$ cat config.mk
export PLATFORM = sky130hd
export DESIGN_NAME = debug_unit
export DESIGN_NICKNAME = d
export VERILOG_FILES = /design/src/hdl/dbg_pkg.sv /design/src/hdl/debug_unit.sv /design/src/hdl/dbg_tx_serializer.sv /design/src/hdl/dbg_dump_sequencer.sv /design/src/hdl/dbg_instr_loader.sv /design/src/hdl/dbg_command_fsm.sv
export SDC_FILE = /design/constraint.sdc
export NUM_CORES = 1
export LEC_CHECK = 0
export ABC_AREA = 1
export BUFFER_PORTS_ARGS = -buffer_cell sky130_fd_sc_hd__buf_2
export CAP_MARGIN = 20
export CELL_PAD_IN_SITES_DETAIL_PLACEMENT = 1
export CELL_PAD_IN_SITES_GLOBAL_PLACEMENT = 2
export CORE_ASPECT_RATIO = 0.6
export CORE_UTILIZATION = 32
export CTS_BUF_LIST = sky130_fd_sc_hd__clkbuf_16
export DETAILED_ROUTE_END_ITERATION = 8
export GPL_TIMING_DRIVEN = 0
export HOLD_SLACK_MARGIN = 0.03
export PLACE_DENSITY = 0.84
export SETUP_SLACK_MARGIN = 0.5
export SLEW_MARGIN = 20
export SYNTH_ARGS = -nofsm -noshare
export SYNTH_HDL_FRONTEND = slang
export SYNTH_HIERARCHICAL = 1
export SYNTH_SLANG_ARGS = --single-unit
export TNS_END_PERCENT = 10
$ cat constraint.sdc
create_clock -name i_clk -period 4.4 [get_ports i_clk]
set_input_delay 0.44 -clock i_clk [delete_from_list [all_inputs] [get_ports i_clk]]
set_output_delay 0.44 -clock i_clk [all_outputs]
set_load 0.05 [all_outputs]
$ cat src/hdl/dbg_pkg.sv
package dbg_pkg;

    localparam int WORD_W     = 32;
    localparam int BYTE_W     = 8;
    localparam int NUM_REGS   = 32;
    localparam int REG_ADDR_W = $clog2(NUM_REGS);

    localparam logic [BYTE_W-1:0] CMD_CONTINUOUS = 8'h63;  // 'c'
    localparam logic [BYTE_W-1:0] CMD_STEP       = 8'h73;  // 's'
    localparam logic [BYTE_W-1:0] CMD_LOAD       = 8'h64;  // 'd'
    localparam logic [BYTE_W-1:0] CMD_NEXT       = 8'h6e;  // 'n'

    localparam logic [WORD_W-1:0] HALT_INSTR = '1;  // Last word of a program load

    typedef struct packed {
        logic              valid;  // Held until the ack pulse is seen
        logic [BYTE_W-1:0] data;
    } uart_rx_t;

    typedef struct packed {
        logic              start;  // One-cycle pulse per byte
        logic [BYTE_W-1:0] data;
    } uart_tx_t;

    typedef struct packed {
        logic              we;
        logic [7:0]        addr;  // Byte address into instruction memory
        logic [WORD_W-1:0] data;
    } imem_wr_t;

    typedef struct packed {
        logic              halt;
        logic [WORD_W-1:0] pc;
        logic [WORD_W-1:0] cycle_count;
    } core_status_t;

endpackage
$ cat src/hdl/debug_unit.sv
`timescale 1ns/1ps

module debug_unit
    import dbg_pkg::*;
#(
    parameter int IMEM_ADDR_W = 8,
    parameter int DATA_WORDS  = 16,
    localparam int MEM_ADDR_W = (DATA_WORDS > 1) ? $clog2(DATA_WORDS) : 1
) (
    input  logic                  i_clk,
    input  logic                  i_reset,
    input  uart_rx_t              i_uart_rx,
    output logic                  o_rx_ack,
    output uart_tx_t              o_uart_tx,
    input  logic                  i_tx_done,
    output imem_wr_t              o_imem_wr,
    input  core_status_t          i_core,
    output logic [REG_ADDR_W-1:0] o_reg_addr,
    input  logic [WORD_W-1:0]     i_reg_data,
    output logic [MEM_ADDR_W-1:0] o_mem_addr,
    input  logic [WORD_W-1:0]     i_mem_data,
    output logic                  o_core_clk_en
);

    logic              byte_strobe;
    logic [BYTE_W-1:0] rx_byte;
    logic              word_done;
    logic              halt_seen;
    logic              dump_start;
    logic              dump_done;
    logic              word_valid;
    logic              word_ready;
    logic [WORD_W-1:0] dump_word;

    dbg_command_fsm u_fsm (
        .i_clk         (i_clk),
        .i_reset       (i_reset),
        .i_uart_rx     (i_uart_rx),
        .i_halt        (i_core.halt),
        .i_word_done   (word_done),
        .i_halt_seen   (halt_seen),
        .i_dump_done   (dump_done),
        .o_rx_ack      (o_rx_ack),
        .o_byte_strobe (byte_strobe),
        .o_byte        (rx_byte),
        .o_dump_start  (dump_start),
        .o_core_clk_en (o_core_clk_en)
    );

    dbg_instr_loader #(.IMEM_ADDR_W(IMEM_ADDR_W)) u_loader (
        .i_clk         (i_clk),
        .i_reset       (i_reset),
        .i_byte_strobe (byte_strobe),
        .i_byte        (rx_byte),
        .o_imem_wr     (o_imem_wr),
        .o_word_done   (word_done),
        .o_halt_seen   (halt_seen)
    );

    dbg_dump_sequencer #(.DATA_WORDS(DATA_WORDS)) u_dump (
        .i_clk        (i_clk),
        .i_reset      (i_reset),
        .i_dump_start (dump_start),
        .i_core       (i_core),
        .i_reg_data   (i_reg_data),
        .i_mem_data   (i_mem_data),
        .i_word_ready (word_ready),
        .o_reg_addr   (o_reg_addr),
        .o_mem_addr   (o_mem_addr),
        .o_word_valid (word_valid),
        .o_word       (dump_word),
        .o_dump_done  (dump_done)
    );

    dbg_tx_serializer u_tx (
        .i_clk        (i_clk),
        .i_reset      (i_reset),
        .i_word_valid (word_valid),
        .i_word       (dump_word),
        .i_tx_done    (i_tx_done),
        .o_word_ready (word_ready),
        .o_uart_tx    (o_uart_tx)
    );

endmodule

$ cat src/hdl/dbg_tx_serializer.sv
`timescale 1ns/1ps

module dbg_tx_serializer
    import dbg_pkg::*;
(
    input  logic              i_clk,
    input  logic              i_reset,
    input  logic              i_word_valid,
    input  logic [WORD_W-1:0] i_word,
    input  logic              i_tx_done,
    output logic              o_word_ready,
    output uart_tx_t          o_uart_tx
);

    logic [WORD_W-1:0] shift_q;
    logic [1:0]        byte_cnt_q;
    logic              busy_q;
    logic              start_q;
    logic              take_word;

    assign take_word = i_word_valid && !busy_q;

    always_ff @(posedge i_clk) begin
        if (i_reset) begin
            byte_cnt_q <= '0;
            busy_q     <= 1'b0;
            start_q    <= 1'b0;
        end else begin
            start_q <= 1'b0;
            if (take_word) begin
                busy_q     <= 1'b1;
                start_q    <= 1'b1;  // First byte goes out right away
                byte_cnt_q <= '0;
            end else if (busy_q && i_tx_done) begin
                if (byte_cnt_q == 2'd3) begin
                    busy_q <= 1'b0;
                end else begin
                    start_q    <= 1'b1;
                    byte_cnt_q <= byte_cnt_q + 2'd1;
                end
            end
        end
    end

    // Shifts only together with a new start so tx data stays put meanwhile
    always_ff @(posedge i_clk) begin
        if (take_word) begin
            shift_q <= i_word;
        end else if (busy_q && i_tx_done && (byte_cnt_q != 2'd3)) begin
            shift_q <= {shift_q[WORD_W-BYTE_W-1:0], {BYTE_W{1'b0}}};
        end
    end

    assign o_word_ready    = !busy_q;
    assign o_uart_tx.start = start_q;
    assign o_uart_tx.data  = shift_q[WORD_W-1 -: BYTE_W];  // MSB first

endmodule

$ cat src/hdl/dbg_dump_sequencer.sv
`timescale 1ns/1ps

module dbg_dump_sequencer
    import dbg_pkg::*;
#(
    parameter int DATA_WORDS = 16,
    localparam int MEM_ADDR_W = (DATA_WORDS > 1) ? $clog2(DATA_WORDS) : 1
) (
    input  logic                  i_clk,
    input  logic                  i_reset,
    input  logic                  i_dump_start,
    input  core_status_t          i_core,
    input  logic [WORD_W-1:0]     i_reg_data,
    input  logic [WORD_W-1:0]     i_mem_data,
    input  logic                  i_word_ready,
    output logic [REG_ADDR_W-1:0] o_reg_addr,
    output logic [MEM_ADDR_W-1:0] o_mem_addr,
    output logic                  o_word_valid,
    output logic [WORD_W-1:0]     o_word,
    output logic                  o_dump_done
);

    typedef enum logic [2:0] {PH_IDLE, PH_PC, PH_CYCLES, PH_REGS, PH_MEM, PH_DRAIN} phase_t;

    phase_t                phase_q;
    logic                  valid_q;
    logic                  done_q;
    logic [REG_ADDR_W-1:0] reg_addr_q;
    logic [MEM_ADDR_W-1:0] mem_addr_q;
    logic [WORD_W-1:0]     word_q;
    logic [WORD_W-1:0]     sample;
    logic                  capture;

    always_comb begin
        case (phase_q)
            PH_PC:     sample = i_core.pc;
            PH_CYCLES: sample = i_core.cycle_count;
            PH_REGS:   sample = i_reg_data;
            default:   sample = i_mem_data;
        endcase
    end

    // Address has been stable for the whole cycle when the word is taken
    assign capture = !valid_q && (phase_q != PH_IDLE) && (phase_q != PH_DRAIN);

    always_ff @(posedge i_clk) begin
        if (i_reset) begin
            phase_q <= PH_IDLE;
            valid_q <= 1'b0;
            done_q <= 1'b0;
            reg_addr_q <= '0;
            mem_addr_q <= '0;
        end else begin
            done_q <= 1'b0;
            if (i_dump_start) begin
                phase_q    <= PH_PC;
                valid_q    <= 1'b0;
                reg_addr_q <= '0;
                mem_addr_q <= '0;
            end else if (phase_q == PH_DRAIN) begin
                if (i_word_ready) begin  // Serializer has sent the last byte
                    phase_q <= PH_IDLE;
                    done_q  <= 1'b1;
                end
            end else if (capture) begin
                valid_q <= 1'b1;
            end else if (valid_q && i_word_ready) begin
                valid_q <= 1'b0;
                case (phase_q)
                    PH_PC:     phase_q <= PH_CYCLES;
                    PH_CYCLES: phase_q <= PH_REGS;
                    PH_REGS: begin
                        if (reg_addr_q == REG_ADDR_W'(NUM_REGS - 1)) phase_q <= PH_MEM;
                        else reg_addr_q <= reg_addr_q + 1'b1;
                    end
                    PH_MEM: begin
                        if (mem_addr_q == MEM_ADDR_W'(DATA_WORDS - 1)) phase_q <= PH_DRAIN;
                        else mem_addr_q <= mem_addr_q + 1'b1;
                    end
                    default: phase_q <= PH_IDLE;
                endcase
            end
        end
    end

    always_ff @(posedge i_clk) begin
        if (capture) word_q <= sample;
    end

    assign o_reg_addr   = reg_addr_q;
    assign o_mem_addr   = mem_addr_q;
    assign o_word_valid = valid_q;
    assign o_word       = word_q;
    assign o_dump_done  = done_q;

endmodule

$ cat src/hdl/dbg_instr_loader.sv
`timescale 1ns/1ps

module dbg_instr_loader
    import dbg_pkg::*;
#(
    parameter int IMEM_ADDR_W = 8
) (
    input  logic              i_clk,
    input  logic              i_reset,
    input  logic              i_byte_strobe,
    input  logic [BYTE_W-1:0] i_byte,
    output imem_wr_t          o_imem_wr,
    output logic              o_word_done,
    output logic              o_halt_seen
);

    logic [WORD_W-1:0]      instr_q;
    logic [1:0]             byte_cnt_q;
    logic                   wr_q;
    logic [IMEM_ADDR_W-1:0] addr_q;
    logic                   is_halt;

    assign is_halt = (instr_q == HALT_INSTR);

    always_ff @(posedge i_clk) begin
        if (i_reset) begin
            byte_cnt_q <= '0;
            wr_q       <= 1'b0;
            addr_q     <= '0;
        end else begin
            wr_q <= i_byte_strobe && (byte_cnt_q == 2'd3);  // Fourth byte completes the word
            if (i_byte_strobe) byte_cnt_q <= byte_cnt_q + 2'd1;
            if (wr_q) begin
                addr_q <= is_halt ? '0 : addr_q + IMEM_ADDR_W'(4);  // Next load starts at 0
            end
        end
    end

    // First byte received ends up in the top byte
    always_ff @(posedge i_clk) begin
        if (i_byte_strobe) instr_q <= {instr_q[WORD_W-BYTE_W-1:0], i_byte};
    end

    assign o_imem_wr.we   = wr_q;
    assign o_imem_wr.addr = addr_q;
    assign o_imem_wr.data = instr_q;
    assign o_word_done    = wr_q;
    assign o_halt_seen    = wr_q && is_halt;

endmodule

$ cat src/hdl/dbg_command_fsm.sv
`timescale 1ns/1ps

module dbg_command_fsm
    import dbg_pkg::*;
(
    input  logic              i_clk,
    input  logic              i_reset,
    input  uart_rx_t          i_uart_rx,
    input  logic              i_halt,
    input  logic              i_word_done,
    input  logic              i_halt_seen,
    input  logic              i_dump_done,
    output logic              o_rx_ack,
    output logic              o_byte_strobe,
    output logic [BYTE_W-1:0] o_byte,
    output logic              o_dump_start,
    output logic              o_core_clk_en
);

    typedef enum logic [2:0] {
        ST_IDLE,
        ST_LOAD,
        ST_CONT,
        ST_STEP_WAIT,
        ST_STEP_PULSE,
        ST_DUMP
    } state_t;

    state_t state_q;
    logic   rx_ack_q;
    logic   dump_start_q;
    logic   step_mode_q;   // Dump returns to step-wait instead of idle
    logic   accept;
    logic   take;

    // Only these states consume UART bytes
    assign accept = (state_q == ST_IDLE) || (state_q == ST_LOAD) ||
                    (state_q == ST_STEP_WAIT);
    assign take   = i_uart_rx.valid && !rx_ack_q && accept;  // Valid is stale while ack is high

    always_ff @(posedge i_clk) begin
        if (i_reset) begin
            state_q      <= ST_IDLE;
            rx_ack_q     <= 1'b0;
            dump_start_q <= 1'b0;
            step_mode_q  <= 1'b0;
        end else begin
            rx_ack_q     <= take;
            dump_start_q <= 1'b0;
            case (state_q)
                ST_IDLE: begin
                    if (take) begin
                        case (i_uart_rx.data)
                            CMD_LOAD: state_q <= ST_LOAD;
                            CMD_CONTINUOUS: begin
                                state_q     <= ST_CONT;
                                step_mode_q <= 1'b0;
                            end
                            CMD_STEP: begin
                                state_q     <= ST_STEP_WAIT;
                                step_mode_q <= 1'b1;
                            end
                            default: state_q <= ST_IDLE;  // Unknown byte is acked and dropped
                        endcase
                    end
                end
                ST_LOAD: begin
                    if (i_word_done && i_halt_seen) state_q <= ST_IDLE;
                end
                ST_CONT: begin
                    if (i_halt) begin
                        state_q      <= ST_DUMP;
                        dump_start_q <= 1'b1;
                    end
                end
                ST_STEP_WAIT: begin
                    if (take && (i_uart_rx.data == CMD_NEXT)) state_q <= ST_STEP_PULSE;
                end
                ST_STEP_PULSE: begin
                    state_q      <= ST_DUMP;  // Core has taken its single enabled cycle
                    dump_start_q <= 1'b1;
                end
                ST_DUMP: begin
                    if (i_dump_done) begin
                        state_q <= (step_mode_q && !i_halt) ? ST_STEP_WAIT : ST_IDLE;
                    end
                end
                default: state_q <= ST_IDLE;
            endcase
        end
    end

    assign o_rx_ack      = rx_ack_q;
    assign o_byte_strobe = take && (state_q == ST_LOAD);
    assign o_byte        = i_uart_rx.data;
    assign o_dump_start  = dump_start_q;
    assign o_core_clk_en = (state_q == ST_STEP_PULSE) ||
                           ((state_q == ST_CONT) && !i_halt);  // Drops as soon as halt shows

endmodule

## Word-level counts from Yosys, hierarchy flattened

Cells that the tools add are included.

- Register bits: 131
- Input port bits: 141

- Add/subtract/negate cells: 5
- Equal/unequal tests: 34
- Muxes and demuxes: 32
- Bitwise operators: 5
- Reductions and logical operators: 42

Operators by type and width:

| cell | count |
|---|---|
| $pmux W32 S3 | 1 |
| $mux W32 | 2 |
| $mux W3 | 11 |
| $eq A32 B32 Y1 const B | 1 |
| $eq A8 B7 Y1 const B | 4 |
| $reduce_and A5 Y1 | 5 |
| $pmux W3 S6 | 1 |
| $logic_and A1 B1 Y1 | 14 |
| $eq A3 B2 Y1 const B | 4 |
| $eq A3 B3 Y1 const B | 4 |
| $ne A2 B2 Y1 const B | 6 |
| $pmux W3 S4 | 1 |
| $reduce_bool A2 Y1 | 6 |
| $mux W1 | 11 |
| $ne A3 B3 Y1 const B | 3 |
| $add A8 B3 Y8 const B | 1 |
| $mux W8 | 1 |
| $ne A4 B2 Y1 const B | 2 |
| $eq A3 B1 Y1 const B | 2 |
| $ne A3 B1 Y1 const B | 2 |
| $pmux W2 S3 | 1 |
| $reduce_and A2 Y1 | 3 |
| $reduce_bool A3 Y1 | 2 |
| $add A5 B1 Y5 const B | 1 |
| other kinds (15) | 29 |

## Longest topological paths before layout

Gate-level depths: netlist of run 1.

- Depth after elaboration: 7
- Mapped depth: 13
- Gate-level depth less buffers: 13

## Cells and area by module

Netlist of run 1, hierarchy kept.

By module, submodules not included:

| module | instances | cells each | area an instance (um^2) | sequential area each (um^2) |
|---|---|---|---|---|
| dbg_dump_sequencer | 1 | 318 | 2491.1 | 1241.2 |
| dbg_tx_serializer | 1 | 167 | 1649.1 | 1041.0 |
| dbg_instr_loader | 1 | 138 | 1611.5 | 1141.1 |
| dbg_command_fsm | 1 | 92 | 529.3 | 120.1 |

## Worst setup path after synthesis of run 1

Ideal clock, no wire load.

- Kind: register to register
- Start: register u_fsm.rx_ack_q (netlist: u_fsm/o_rx_ack)
- End: register u_loader.instr_q[0] (enable)
- Arrival: 2.206 ns
- Setup slack: 1.766 ns
- Cell stages (with the launch flop): 4
- Period minus slack after synthesis: 2.634 ns
- Cells stage by stage: dfxtp_1 inv_1 nand3_1 nor2_1

- Cells in the longest elaborated chain, start to end: 4

Ends and longest elaborated chain:

| what | RTL line | text |
|---|---|---|
| start, declared | dbg_command_fsm.sv:30 | `logic rx_ack_q;` |
| start signal, assigned | dbg_command_fsm.sv:48 | `rx_ack_q <= take;` |
| $logic_not A1 Y1 | dbg_command_fsm.sv:39 | `assign take = i_uart_rx.valid && !rx_ack_q && accept;` |
| $logic_and A1 B1 Y1 (2 in series) | dbg_command_fsm.sv:39 |  |
| $logic_and A1 B1 Y1 | dbg_command_fsm.sv:94 | `assign o_byte_strobe = take && (state_q == ST_LOAD);` |
| named net byte_strobe | debug_unit.sv:25 | `logic byte_strobe;` |
| end signal, assigned | dbg_instr_loader.sv:41 | `if (i_byte_strobe) instr_q <= {instr_q[WORD_W-BYTE_W-1:0], i_byte};` |
| end, declared | dbg_instr_loader.sv:17 | `logic [WORD_W-1:0] instr_q;` |

The timed path passes the listed nets, and every way through them passes these cells.
A chain may end at the register's enable or synchronous reset.

## Worst setup path after layout of run 1

- Start: register u_fsm.state_q[1]
- End: output port o_core_clk_en

- Cells in the longest elaborated chain, start to end: 3
- Elaborated cells on any way between the ends: 4

Ends and longest elaborated chain:

| what | RTL line | text |
|---|---|---|
| start, declared | dbg_command_fsm.sv:29 | `state_t state_q;` |
| start signal, assigned | dbg_command_fsm.sv:85 | `state_q <= (step_mode_q && !i_halt) ? ST_STEP_WAIT : ST_IDLE;` |
| $eq A3 B2 Y1 | dbg_command_fsm.sv:98 | `((state_q == ST_CONT) && !i_halt);` |
| $logic_and A1 B1 Y1 | dbg_command_fsm.sv:98 |  |
| $logic_or A1 B1 Y1 * | dbg_command_fsm.sv:97 | `assign o_core_clk_en = (state_q == ST_STEP_PULSE) \|\|` |
| end, declared | debug_unit.sv:22 | `output logic o_core_clk_en` |

Mark *: on every way between the ends. The rest lies on a longest branch, timed or not.

==> results of run 1 <==
report_power, final:
group / internal (mW) / switching, mW
Combinational: 0.487 / 1.24
Clock: 0.725 / 0.560
Sequential: 1.85 / 0.174
Total: 3.06 / 1.97
cells in the mapped netlist, drive strengths merged:
library cell	n
clkbuf	1
a22oi	1
nand4	36
edfxtp	96
buf	42
and3	1
inv	54
nor2	83
nand2	272
nand3b	2
mux2i	1
nand3	50
ha	6
o21bai	1
conb	1
dfxtp	33
o21ai	7
nor3b	1
xnor2	2
nor3	4
a21oi	16
xor2	4
o21a	1
worst paths after layout:
kind	from	endpoint	cells after the start	slack [ns]
worst max-delay path	u_fsm/state_q[1]	o_core_clk_en	5	2.42
worst min-delay path	i_core[46]	u_dump/o_word[14]	3	0.31
worst max register to register	u_dump/phase_q[1]	u_dump/o_word[26]	5	2.50
worst min register to register	u_loader/instr_q[17]	u_loader/instr_q[25]	0	0.48
layout make-up:
type                       instances  area, um2
tap                              266        333
clock inverter                    15        111
timing repair buffer             200       1020
multi-input combinational        490       2250
sequential                       129       3540
inverter                          54        203
clock buffer                      17        425
fill                            2328      10900
buffer                            43        299
per-layer routing:
metal  wire [um]  up-vias  GRT usage, %  share of wire [%]
li1            -     2772             -                  -
met1        9970     2596          29.8                 53
met2        7840      114          27.6                 42
met3         935        9          3.73                5.0
met4          92        0          4.11               0.49
met5           0        -             0                  0
sequential cells by signal, indices dropped and copies added (netlist names), 2 cells and up:
name / cells
u_dump/phase_q: 3
u_dump/o_word: 32
u_loader/addr_q: 6
u_dump/o_reg_addr: 5
u_tx/byte_cnt_q: 2
u_loader/instr_q: 32
u_loader/byte_cnt_q: 2
u_fsm/state_q: 3
u_tx/shift_q: 32
u_dump/o_mem_addr: 4
metrics by stage:
step,hold slack [ns],power [mW],util (%)
5_1_grt,0.304,5.34,42.8
4_1_cts,0.300,5.10,42.8
2_1_floorplan,0.467,3.18,-
3_3_place_gp,0.460,3.74,39.8
3_5_place_dp,0.474,3.80,40.0
6_report,0.315,5.03,42.8
tightest hold or removal path, delay by kind of cell:
family                 cells  cell delay [ns]
buffers and inverters      1             0.08
and+or+nand+nor            2             0.09
logic make-up after synthesis:
kind of cell    share of synthesized area, %
simple gates                            31.1
flops                                   56.4
buf+inv                                 7.99
compound gates                          2.25
fa+ha+maj                               1.20
xor+xnor                               0.837
other cells                           0.0597
mux                                    0.159
==> impl_results.md, run 1 <==
* Status: finished, final reports clean
* Post-Place Cell Area at 7640 um2
* Remaining DRCs at 0
* CTS Hold Bufs at 0
* Area grow syn2layout at 30.2%
* Core Footprint at 19100 um2
* Die Footprint at 20200 um2
* CP delay by family, top: flip-flops
* Post-route ant nets at 0
* Clock-pin slew on the worst setup and hold paths at 0.06 ns
* Largest cells by area after synthesis: edfxtp_1 (46%), nand2_1 (16%), dfxtp_1 (11%), nor2_1 (4.4%), nand3_1 (3.8%)
* CP Cell Sequence: inv_2, nor2_2, nand3_2, nand2_1, buf_2
* Synth top area share at 45.9%
* Maximum root-to-sink buffer count at 2
* Ratio of final minimum period to clock period at 44.9%
* 1st-iter DRT viols at 364
* Peak VDD IR at 0.311 mV
* Place WS at 2.47 ns
* Drt first pass iters at 4
* Hold Crit Class: in2reg
* Largest net degree at the start of global routing at 33
* Pwr per Cell Area at 615 nW/um2
* Final setup violation count at 0
* Global Route Usage Sum at 19.3%
* Design area at 8180 um2
* Antenna diode count at 0
* Vias in the first global route at 5561
* # rows at 39
* Fin crit period at 1.98 ns
* Critical path peak fanout at 6
* Worst-Margin Slew at 0.785 ns
* Worst Skew at 0.00743 ns
* Worst skew pair latency at 0.41 ns
* Lkg Pwr at 3.74 nW
* Synth warn at 6
* GRT Residual Overflow at 0
* Yosys top cell by area: edfxtp_1
* CP Class: reg2out
* Post-route setup slack at 2.42 ns
* Post-route non-filler standard cell count at 1214
* Startpoint Class: flop
* Initial antenna violation count at 0
* Commonest non-fill, non-tap cells in the layout: nand2_1 (265), buf_2 (213), edfxtp_1 (96)
* GPL Wtd Cong at 0.769
* Syn Inst Count at 715
* Final setup TNS at 0 ns
* Relative slew slack at 47.6%
* Critical Path AT at 1.54 ns
* Post-Syn Area at 6280 um2
* Highest Clock Rate at 0.506 GHz
* Routed WL at 18800 um
* Yosys cell types at 34
* H-tree depth at 4
* Sequential area share after synthesis at 56.4%
* Element type at the critical path end: output pin
* Clock Tree Root: clkbuf_16
* Hold Fails Final Rpt at 0
* # port buffers at 199
* CTS resizes at 0
* CP max-delay cell: dfxtp_1
* Die Y at 111 um
* DR vias/cell at 4.52
* CTS tree: done
* Num CTS Buffers at 17
* Critical Path RT at 3.96 ns
* RSZ-0062 raised after global routing: no
* Via Count at 5491
* Layout cell share with drive strength beyond 1 at 31.2%
* Top Ports at 202
* Die X at 183 um
* Post-DP HPWL at 14500 um
* Max-Cap Viols at 0
* Clk sinks at 129
* CP max stage delay at 0.40 ns
* # Post-CTS Setup Buffers at 0
* Critical path buffer and inverter count at 2
* Final #Nets at 1082
* Commonest non-fill, non-tap cell in the layout: nand2_1
* Dpl cells at 1182
* Starting Density at 32.8%
* Flops & latches, synth at 129
* Mean Syn Cell Area at 8.78 um2
* Max Slew Vio Count at 0
* Drt wl/cell at 15.5 um
* First-pass GRT wire length at 29800 um
Note: power is estimated with default switching activity, not from simulation.
==> run 2: changes to the inputs <==
Settings changed: CORE_UTILIZATION 32 to 29, PLACE_DENSITY 0.84 to 0.77.
Clock period 4.4 ns to 1.9 ns, I/O delays scaled along.
==> run 2 against run 1 <==
  * Count of clock-buffer cells in the layout unchanged
  * Sequential power up 130%
  * Die area rose by 10%
  * Total power grew to 2.6 times the previous value
  * Non-clock buffer count increased by 32
  * Clock power grew to 2.6 times the previous value
  * Critical endpoint is now u_fsm/state_q[0]
  * Final area is 8.9% higher
  * Largest cell class unchanged
  * Via count up 1.0%
  * Register-to-register slack lost 2.3 ns
  * Flip-flop and latch count did not move
  * First-iteration DRC count fell by 22%
  * Core utilization down 0.62 points
==> impl_results.md, run 2 (same netlist as run 1, synthesis figures left out) <==
* Fillers at 2518 (+8.2%)
* CTS Hold Bufs at 0 (unchanged)
* Status: finished, final reports clean
* Worst Skew at 0.0105 ns (+0.00303 ns)
* Combinational Power Share at 38.5% (+4.3 points)
* Drt first pass iters at 4 (unchanged)
* Sequential cell area at 3560 um2 (+0.42%)
* Internal at 8.24 mW (+170%)
* Num CTS Buffers at 17 (unchanged)
* Commonest non-fill, non-tap cell in the layout: nand2_1
* Routed WL at 20100 um (+6.5%)
* Ratio of final minimum period to clock period at 87.3%
* Area grow syn2layout at 41.8%
* Critical Path AT at 1.97 ns (+0.43 ns)
* Design area at 8910 um2 (+8.9%)
* Largest net degree at the start of global routing at 33 (unchanged)
* Commonest non-fill, non-tap cells in the layout: nand2_1 (254), buf_2 (204), edfxtp_1 (96)
* Top Ports at 202 (unchanged)
* Max Slew Vio Count at 0 (unchanged)
* Starting Density at 29.7% (-3.1 points)
* 1st-iter DRT viols at 285 (-22%)
* GRT Residual Overflow at 0 (unchanged)
* Pwr per Cell Area at 1470 nW/um2 (+140%)
* Drt wl/cell at 15.9 um (+2.6%)
* Critical Path RT at 2.21 ns (-1.75 ns)
* Sequential power share at 35.9% (-4.4 points)
* Hold Fails Final Rpt at 0 (unchanged)
* Final #Nets at 1116 (+3.1%)
* Antenna diode count at 0 (unchanged)
* Critical path buffer and inverter count at 1 (-1)
* Clock Tree Root: clkbuf_16
* Switching Share at 37.0% (-2.1 points)
* Worst skew pair latency at 0.41 ns (about the same)
* Element type at the critical path end: flop
* CP delay by family, top: simple AND/OR/NAND/NOR gates
* Die Y at 116 um (+5.0%)
* Critical path peak fanout at 4 (-2)
* Startpoint Class: flop
* Total power at 13.1 mW (+160%)
* Remaining DRCs at 0 (unchanged)
* Post-route ant nets at 0 (unchanged)
* Peak VDD IR at 0.668 mV (+110%)
* RSZ-0062 raised after global routing: yes
* Final setup TNS at 0 ns (unchanged)
* Die Footprint at 22300 um2 (+10%)
* Area taken by multi-input logic gates at 2420 um2 (+7.4%)
* CP max-delay cell: edfxtp_1
* H-tree depth at 4 (unchanged)
* First-pass GRT wire length at 30000 um (+0.53%)
* Initial antenna violation count at 0 (unchanged)
* Highest Clock Rate at 0.603 GHz
* CP Cell Sequence: nand2_1, nor2_2, nand2_2, nor2_4, nand3_2, inv_2, nand2_2, nand4_1, nand2_2, nor2_4, nand2_1, nor2_1, nor2_1
* Vias in the first global route at 5550 (-0.20%)
* Post-Place Cell Area at 7660 um2 (+0.28%)
* Layout cell share with drive strength beyond 1 at 37.3% (+6.1 points)
* Final setup violation count at 0 (unchanged)
* Fin crit period at 1.66 ns
* R2R Path Start: u_loader/instr_q[23]
* Maximum root-to-sink buffer count at 2 (unchanged)
* Worst hold start: i_core[40]
* Clock group share of total power at 25.7% (+0.2 points)
* Post-DP HPWL at 14300 um (-0.84%)
* GPL Wtd Cong at 0.757 (-1.6%)
* Clock-pin slew on the worst setup and hold paths at 0.06 ns (about the same)
* DR vias/cell at 4.40 (-2.7%)
* Sw Pwr at 4.83 mW (+150%)
* Via Count at 5546 (+1.0%)
* Global Route Usage Sum at 18.1% (-1.2 points)
* CTS tree: done
* CP Launch Point: u_loader/instr_q[23]
* CP Class: reg2reg
* Hold Crit Class: in2reg
* # rows at 41 (+5.1%)
* Core Footprint at 21100 um2 (+10%)
* Critical Path Most Common Cell: nand2_2
* Die X at 192 um (+5.0%)
* Clk sinks at 129 (unchanged)
* Lkg Pwr at 4.00 nW (+7.1%)
* # port buffers at 199 (unchanged)
* CP max stage delay at 0.38 ns (-0.02 ns)
* Max-Cap Viols at 0 (unchanged)
run 2: changes by cell type in the layout (fill, tap and decap cells not counted), sizes merged:
cell and delta:
buf +27, clkinvlp +2, inv -5, clkinv -1
nor2 +1, bufinv +4, clkbuf +5
run 2: layout make-up:
type	count	area share [%]
Clock buffer	17	4.78
Timing Repair Buffer	232	15.5
Buffer	43	4.13
Multi-Input combinational cell	491	27.1
Timing Repair inverter	1	0.0843
Inverter	54	2.56
Clock inverter	14	1.95
Sequential cell	129	39.9
Tap cell	279	3.92
run 2: final timing paths:
path / endpoint / slack, ns / depth (start not counted)
setup reg to reg: u_fsm/state_q[0] / 0.24 / 13
hold / removal: u_dump/o_word[8] / 0.06 / 3
hold reg to reg: u_loader/instr_q[17] / 0.47 / 0
setup / recovery: u_fsm/state_q[0] / 0.24 / 13
run 2: power by group through the flow:
stage | logic [mW] | registers (mW) | clock network, mW
2_1_floorplan | 2.53 | 4.85 | 0
3_3_place_gp | 3.97 | 4.71 | 0
3_5_place_dp | 4.02 | 4.74 | 0
4_1_cts | 4.56 | 4.68 | 3.41
5_1_grt | 5.51 | 4.77 | 3.54
6_report | 5.03 | 4.69 | 3.35
run 2: per-layer routing:
layer	part of all wire (%)	global-route usage, %	wire (um)
met1	54	27.5	10900
met2	40	25.5	8070
met3	4.7	4.21	952
met4	0.72	4.15	144
met5	0	0	0
run 2: timing repair:
action                     4_1_cts  5_1_grt
gates resized for setup         39       47
pin swaps                       14       18
buffers inserted                22        7
setup endpoints to repair      147      164
cloned                           2        4
run 2: worst min-delay path, stage by stage:
cell and delay, ns:
buf_2 0.08, nand2_1 0.04, nand4_1 0.06
run 2: through the flow:
step	std cells	setup WS [ns]	utilization, %	hold WS, ns
after floorplan	716	0.185	-	0.252
after global placement	1194	-0.238	36.3	0.461
after detailed placement	1194	-0.273	36.3	0.464
after CTS	1249	0.280	40.7	0.0386
after global routing	1260	0.125	42.2	0.0402
final	1260	0.241	42.2	0.0553
==> run 3: changes to the inputs <==
--- a/config.mk
+++ b/config.mk
@@ -8,3 +8,3 @@
 export ABC_AREA = 1
-export BUFFER_PORTS_ARGS = -buffer_cell sky130_fd_sc_hd__buf_2
+export BUFFER_PORTS_ARGS = -buffer_cell sky130_fd_sc_hd__clkbuf_2
 export CAP_MARGIN = 20
--- a/constraint.sdc
+++ b/constraint.sdc
@@ -3,2 +3,2 @@
 set_output_delay 0.19 -clock i_clk [all_outputs]
-set_load 0.05 [all_outputs]
+set_load 0.1 [all_outputs]
==> run 3 against run 2 <==
  * Critical path depth shrank 10
  * Die area is the same
  * Via count grew 4.3%
  * Final area grew 1.1%
  * Final cell count grew 0.95%
  * Register-to-register slack gained 0.05 ns
  * Global-route usage grew 0.35 points
  * Sequential share of layout area shrank 0.26 points
  * Count of clock-buffer cells in the layout grew 2
  * Critical path type is now reg2out
  * Critical endpoint is now o_imem_wr[19]
  * Largest cell class unchanged
==> impl_results.md, run 3 (same netlist as run 1, synthesis figures left out) <==
* Status: finished, final reports clean
* Critical Path RT at 1.71 ns (-0.50 ns)
* Final #Nets at 1127 (+0.99%)
* Ratio of final minimum period to clock period at 88.6% (+1.2 points)
* CP max stage delay at 0.43 ns (+0.05 ns)
* Worst Hold End: u_dump/o_word[14]
* Worst Skew at 0.00951 ns (-0.000952 ns)
* 1st-iter DRT viols at 287 (+0.70%)
* Fin crit period at 1.68 ns (+0.0234 ns)
* GPL Wtd Cong at 0.778 (+2.9%)
* R2R Setup Slk at 0.29 ns (+0.05 ns)
* Post-route ant nets at 0 (unchanged)
* Largest net degree at the start of global routing at 33 (unchanged)
* Initial antenna violation count at 0 (unchanged)
* Relative slew slack at 59.9%
* Vias in the first global route at 5596 (+0.83%)
* Startpoint Class: flop
* First-pass GRT wire length at 30600 um (+2.2%)
* R2R cell count at 7 (-6)
* CTS tree: done
* Hold Path Cell Cnt at 3 (unchanged)
* Critical Path Most Common Cell: buf_4
* Clock-pin slew on the worst setup and hold paths at 0.06 ns (about the same)
* Highest Clock Rate at 0.594 GHz (-1.4%)
* Clock Tree Root: clkbuf_16
* Hold Fails Final Rpt at 0 (unchanged)
* Hold Crit Class: in2reg
* Worst skew pair latency at 0.42 ns (about the same)
* # rows at 41 (unchanged)
* Pwr per Cell Area at 1510 nW/um2 (+3.2%)
* Antenna diode count at 0 (unchanged)
* Critical Path AT at 1.49 ns (-0.48 ns)
* Fillers at 2506 (-0.48%)
* Final setup TNS at 0 ns (unchanged)
* Core Footprint at 21100 um2 (unchanged)
* Top Ports at 202 (unchanged)
* Remaining DRCs at 0 (unchanged)
* Final setup violation count at 0 (unchanged)
* Drt wl/cell at 16.4 um (+3.2%)
* Routed WL at 20900 um (+4.2%)
* Drt first pass iters at 4 (unchanged)
* Via Count at 5785 (+4.3%)
* CP max-delay cell: edfxtp_1
* Max Slew Vio Count at 0 (unchanged)
* Commonest non-fill, non-tap cells in the layout: nand2_1 (254), clkbuf_2 (198), edfxtp_1 (96)
* Commonest non-fill, non-tap cell in the layout: nand2_1
* Layout cell share with drive strength beyond 1 at 39.1% (+1.8 points)
* Die Y at 116 um (unchanged)
* H-tree depth at 4 (unchanged)
* Die X at 192 um (unchanged)
* Area grow syn2layout at 43.3%
* Hold Slack at 0.0567 ns (+0.00139 ns)
* Critical path peak fanout at 3 (-1)
* Lkg Pwr at 4.09 nW (+2.3%)
* Clk sinks at 129 (unchanged)
* Total power at 13.6 mW (+4.3%)
* R2R Path Start: u_dump/phase_q[0]
* DR vias/cell at 4.55 (+3.3%)
* Reg-to-reg endpoint: u_dump/o_word[3]
* Element type at the critical path end: output pin
* CP Cell Sequence: buf_4, buf_4, clkbuf_2
* Max-Cap Viols at 0 (unchanged)
* RSZ-0062 raised after global routing: yes
* Die Footprint at 22300 um2 (unchanged)
* # port buffers at 199 (unchanged)
* Starting Density at 29.7% (unchanged)
* GRT Residual Overflow at 0 (unchanged)
* Worst-Margin Slew at 0.601 ns
* Peak VDD IR at 1.20 mV (+79%)
* Post-DP HPWL at 14800 um (+3.3%)
* Num CTS Buffers at 17 (unchanged)
* Worst hold start: i_core[46]
* Maximum root-to-sink buffer count at 2 (unchanged)
* Final core occ at 42.6% (+0.44 points)
* Design area at 9000 um2 (+1.1%)
* CP Class: reg2out
* Post-Place Cell Area at 7660 um2 (about the same)
* Global Route Usage Sum at 18.4% (+0.35 points)
run 3: worst max-delay path by stage:
stage,from,end,slack [ns],cells past startpoint
finish,u_loader/instr_q[19],o_imem_wr[19],0.22,3
detailed placement,u_dump/o_word_valid,u_tx/shift_q[4],-0.05,4
floorplan,u_loader/instr_q[5],u_fsm/state_q[0],-0.16,13
global route,u_loader/instr_q[19],u_fsm/state_q[0],0.13,13
CTS,u_loader/instr_q[18],u_fsm/state_q[2],0.24,12
global placement,u_dump/o_word_valid,u_tx/shift_q[4],-0.46,4
run 3: area by class of cell:
class                           count  area, um2  area share (%)
Buffer                             43        360            4.00
Clock buffer                       19        475            5.28
Clock inverter                     13       71.3           0.792
Inverter                           54        259            2.88
Multi-Input combinational cell    493       2490            27.6
Sequential cell                   129       3570            39.7
Tap cell                          279        349            3.88
Timing Repair Buffer              240       1410            15.6
Timing Repair inverter              2       20.0           0.222
run 3: where the power goes:
part	switching (mW)	internal, mW	total (mW)
sequential	0.404	4.30	4.70
clock	1.23	1.79	3.02
combinational	4.03	1.87	5.90
run 3: layer usage:
metal	vias up	GRT usage [%]	wire, um
met2	119	26.2	8790
met3	10	5.57	1190
met1	2770	27.0	10700
met4	0	4.51	170
li1	2886	-	-
met5	-	0	0
run 3: worst max-delay path: cells and delay by family, from the launching register on:
family | cells | cell delay, ns
buffers and inverters | 3 | 0.65
flip-flops | 1 | 0.43
run 3: what timing repair did:
action	in CTS	in global routing
cloned	3	4
hold endpoints to repair	1	0
pin swaps	14	13
resized for setup	29	82
endpoints found under the setup margin	205	208
buffers inserted	13	25
hold buffers	1	0
run 3: through the flow:
stage | cells | setup WS [ns]
6_report | 1272 | 0.217
3_3_place_gp | 1194 | -0.457
5_1_grt | 1272 | 0.130
2_1_floorplan | 716 | -0.160
3_5_place_dp | 1194 | -0.0496
4_1_cts | 1243 | 0.243
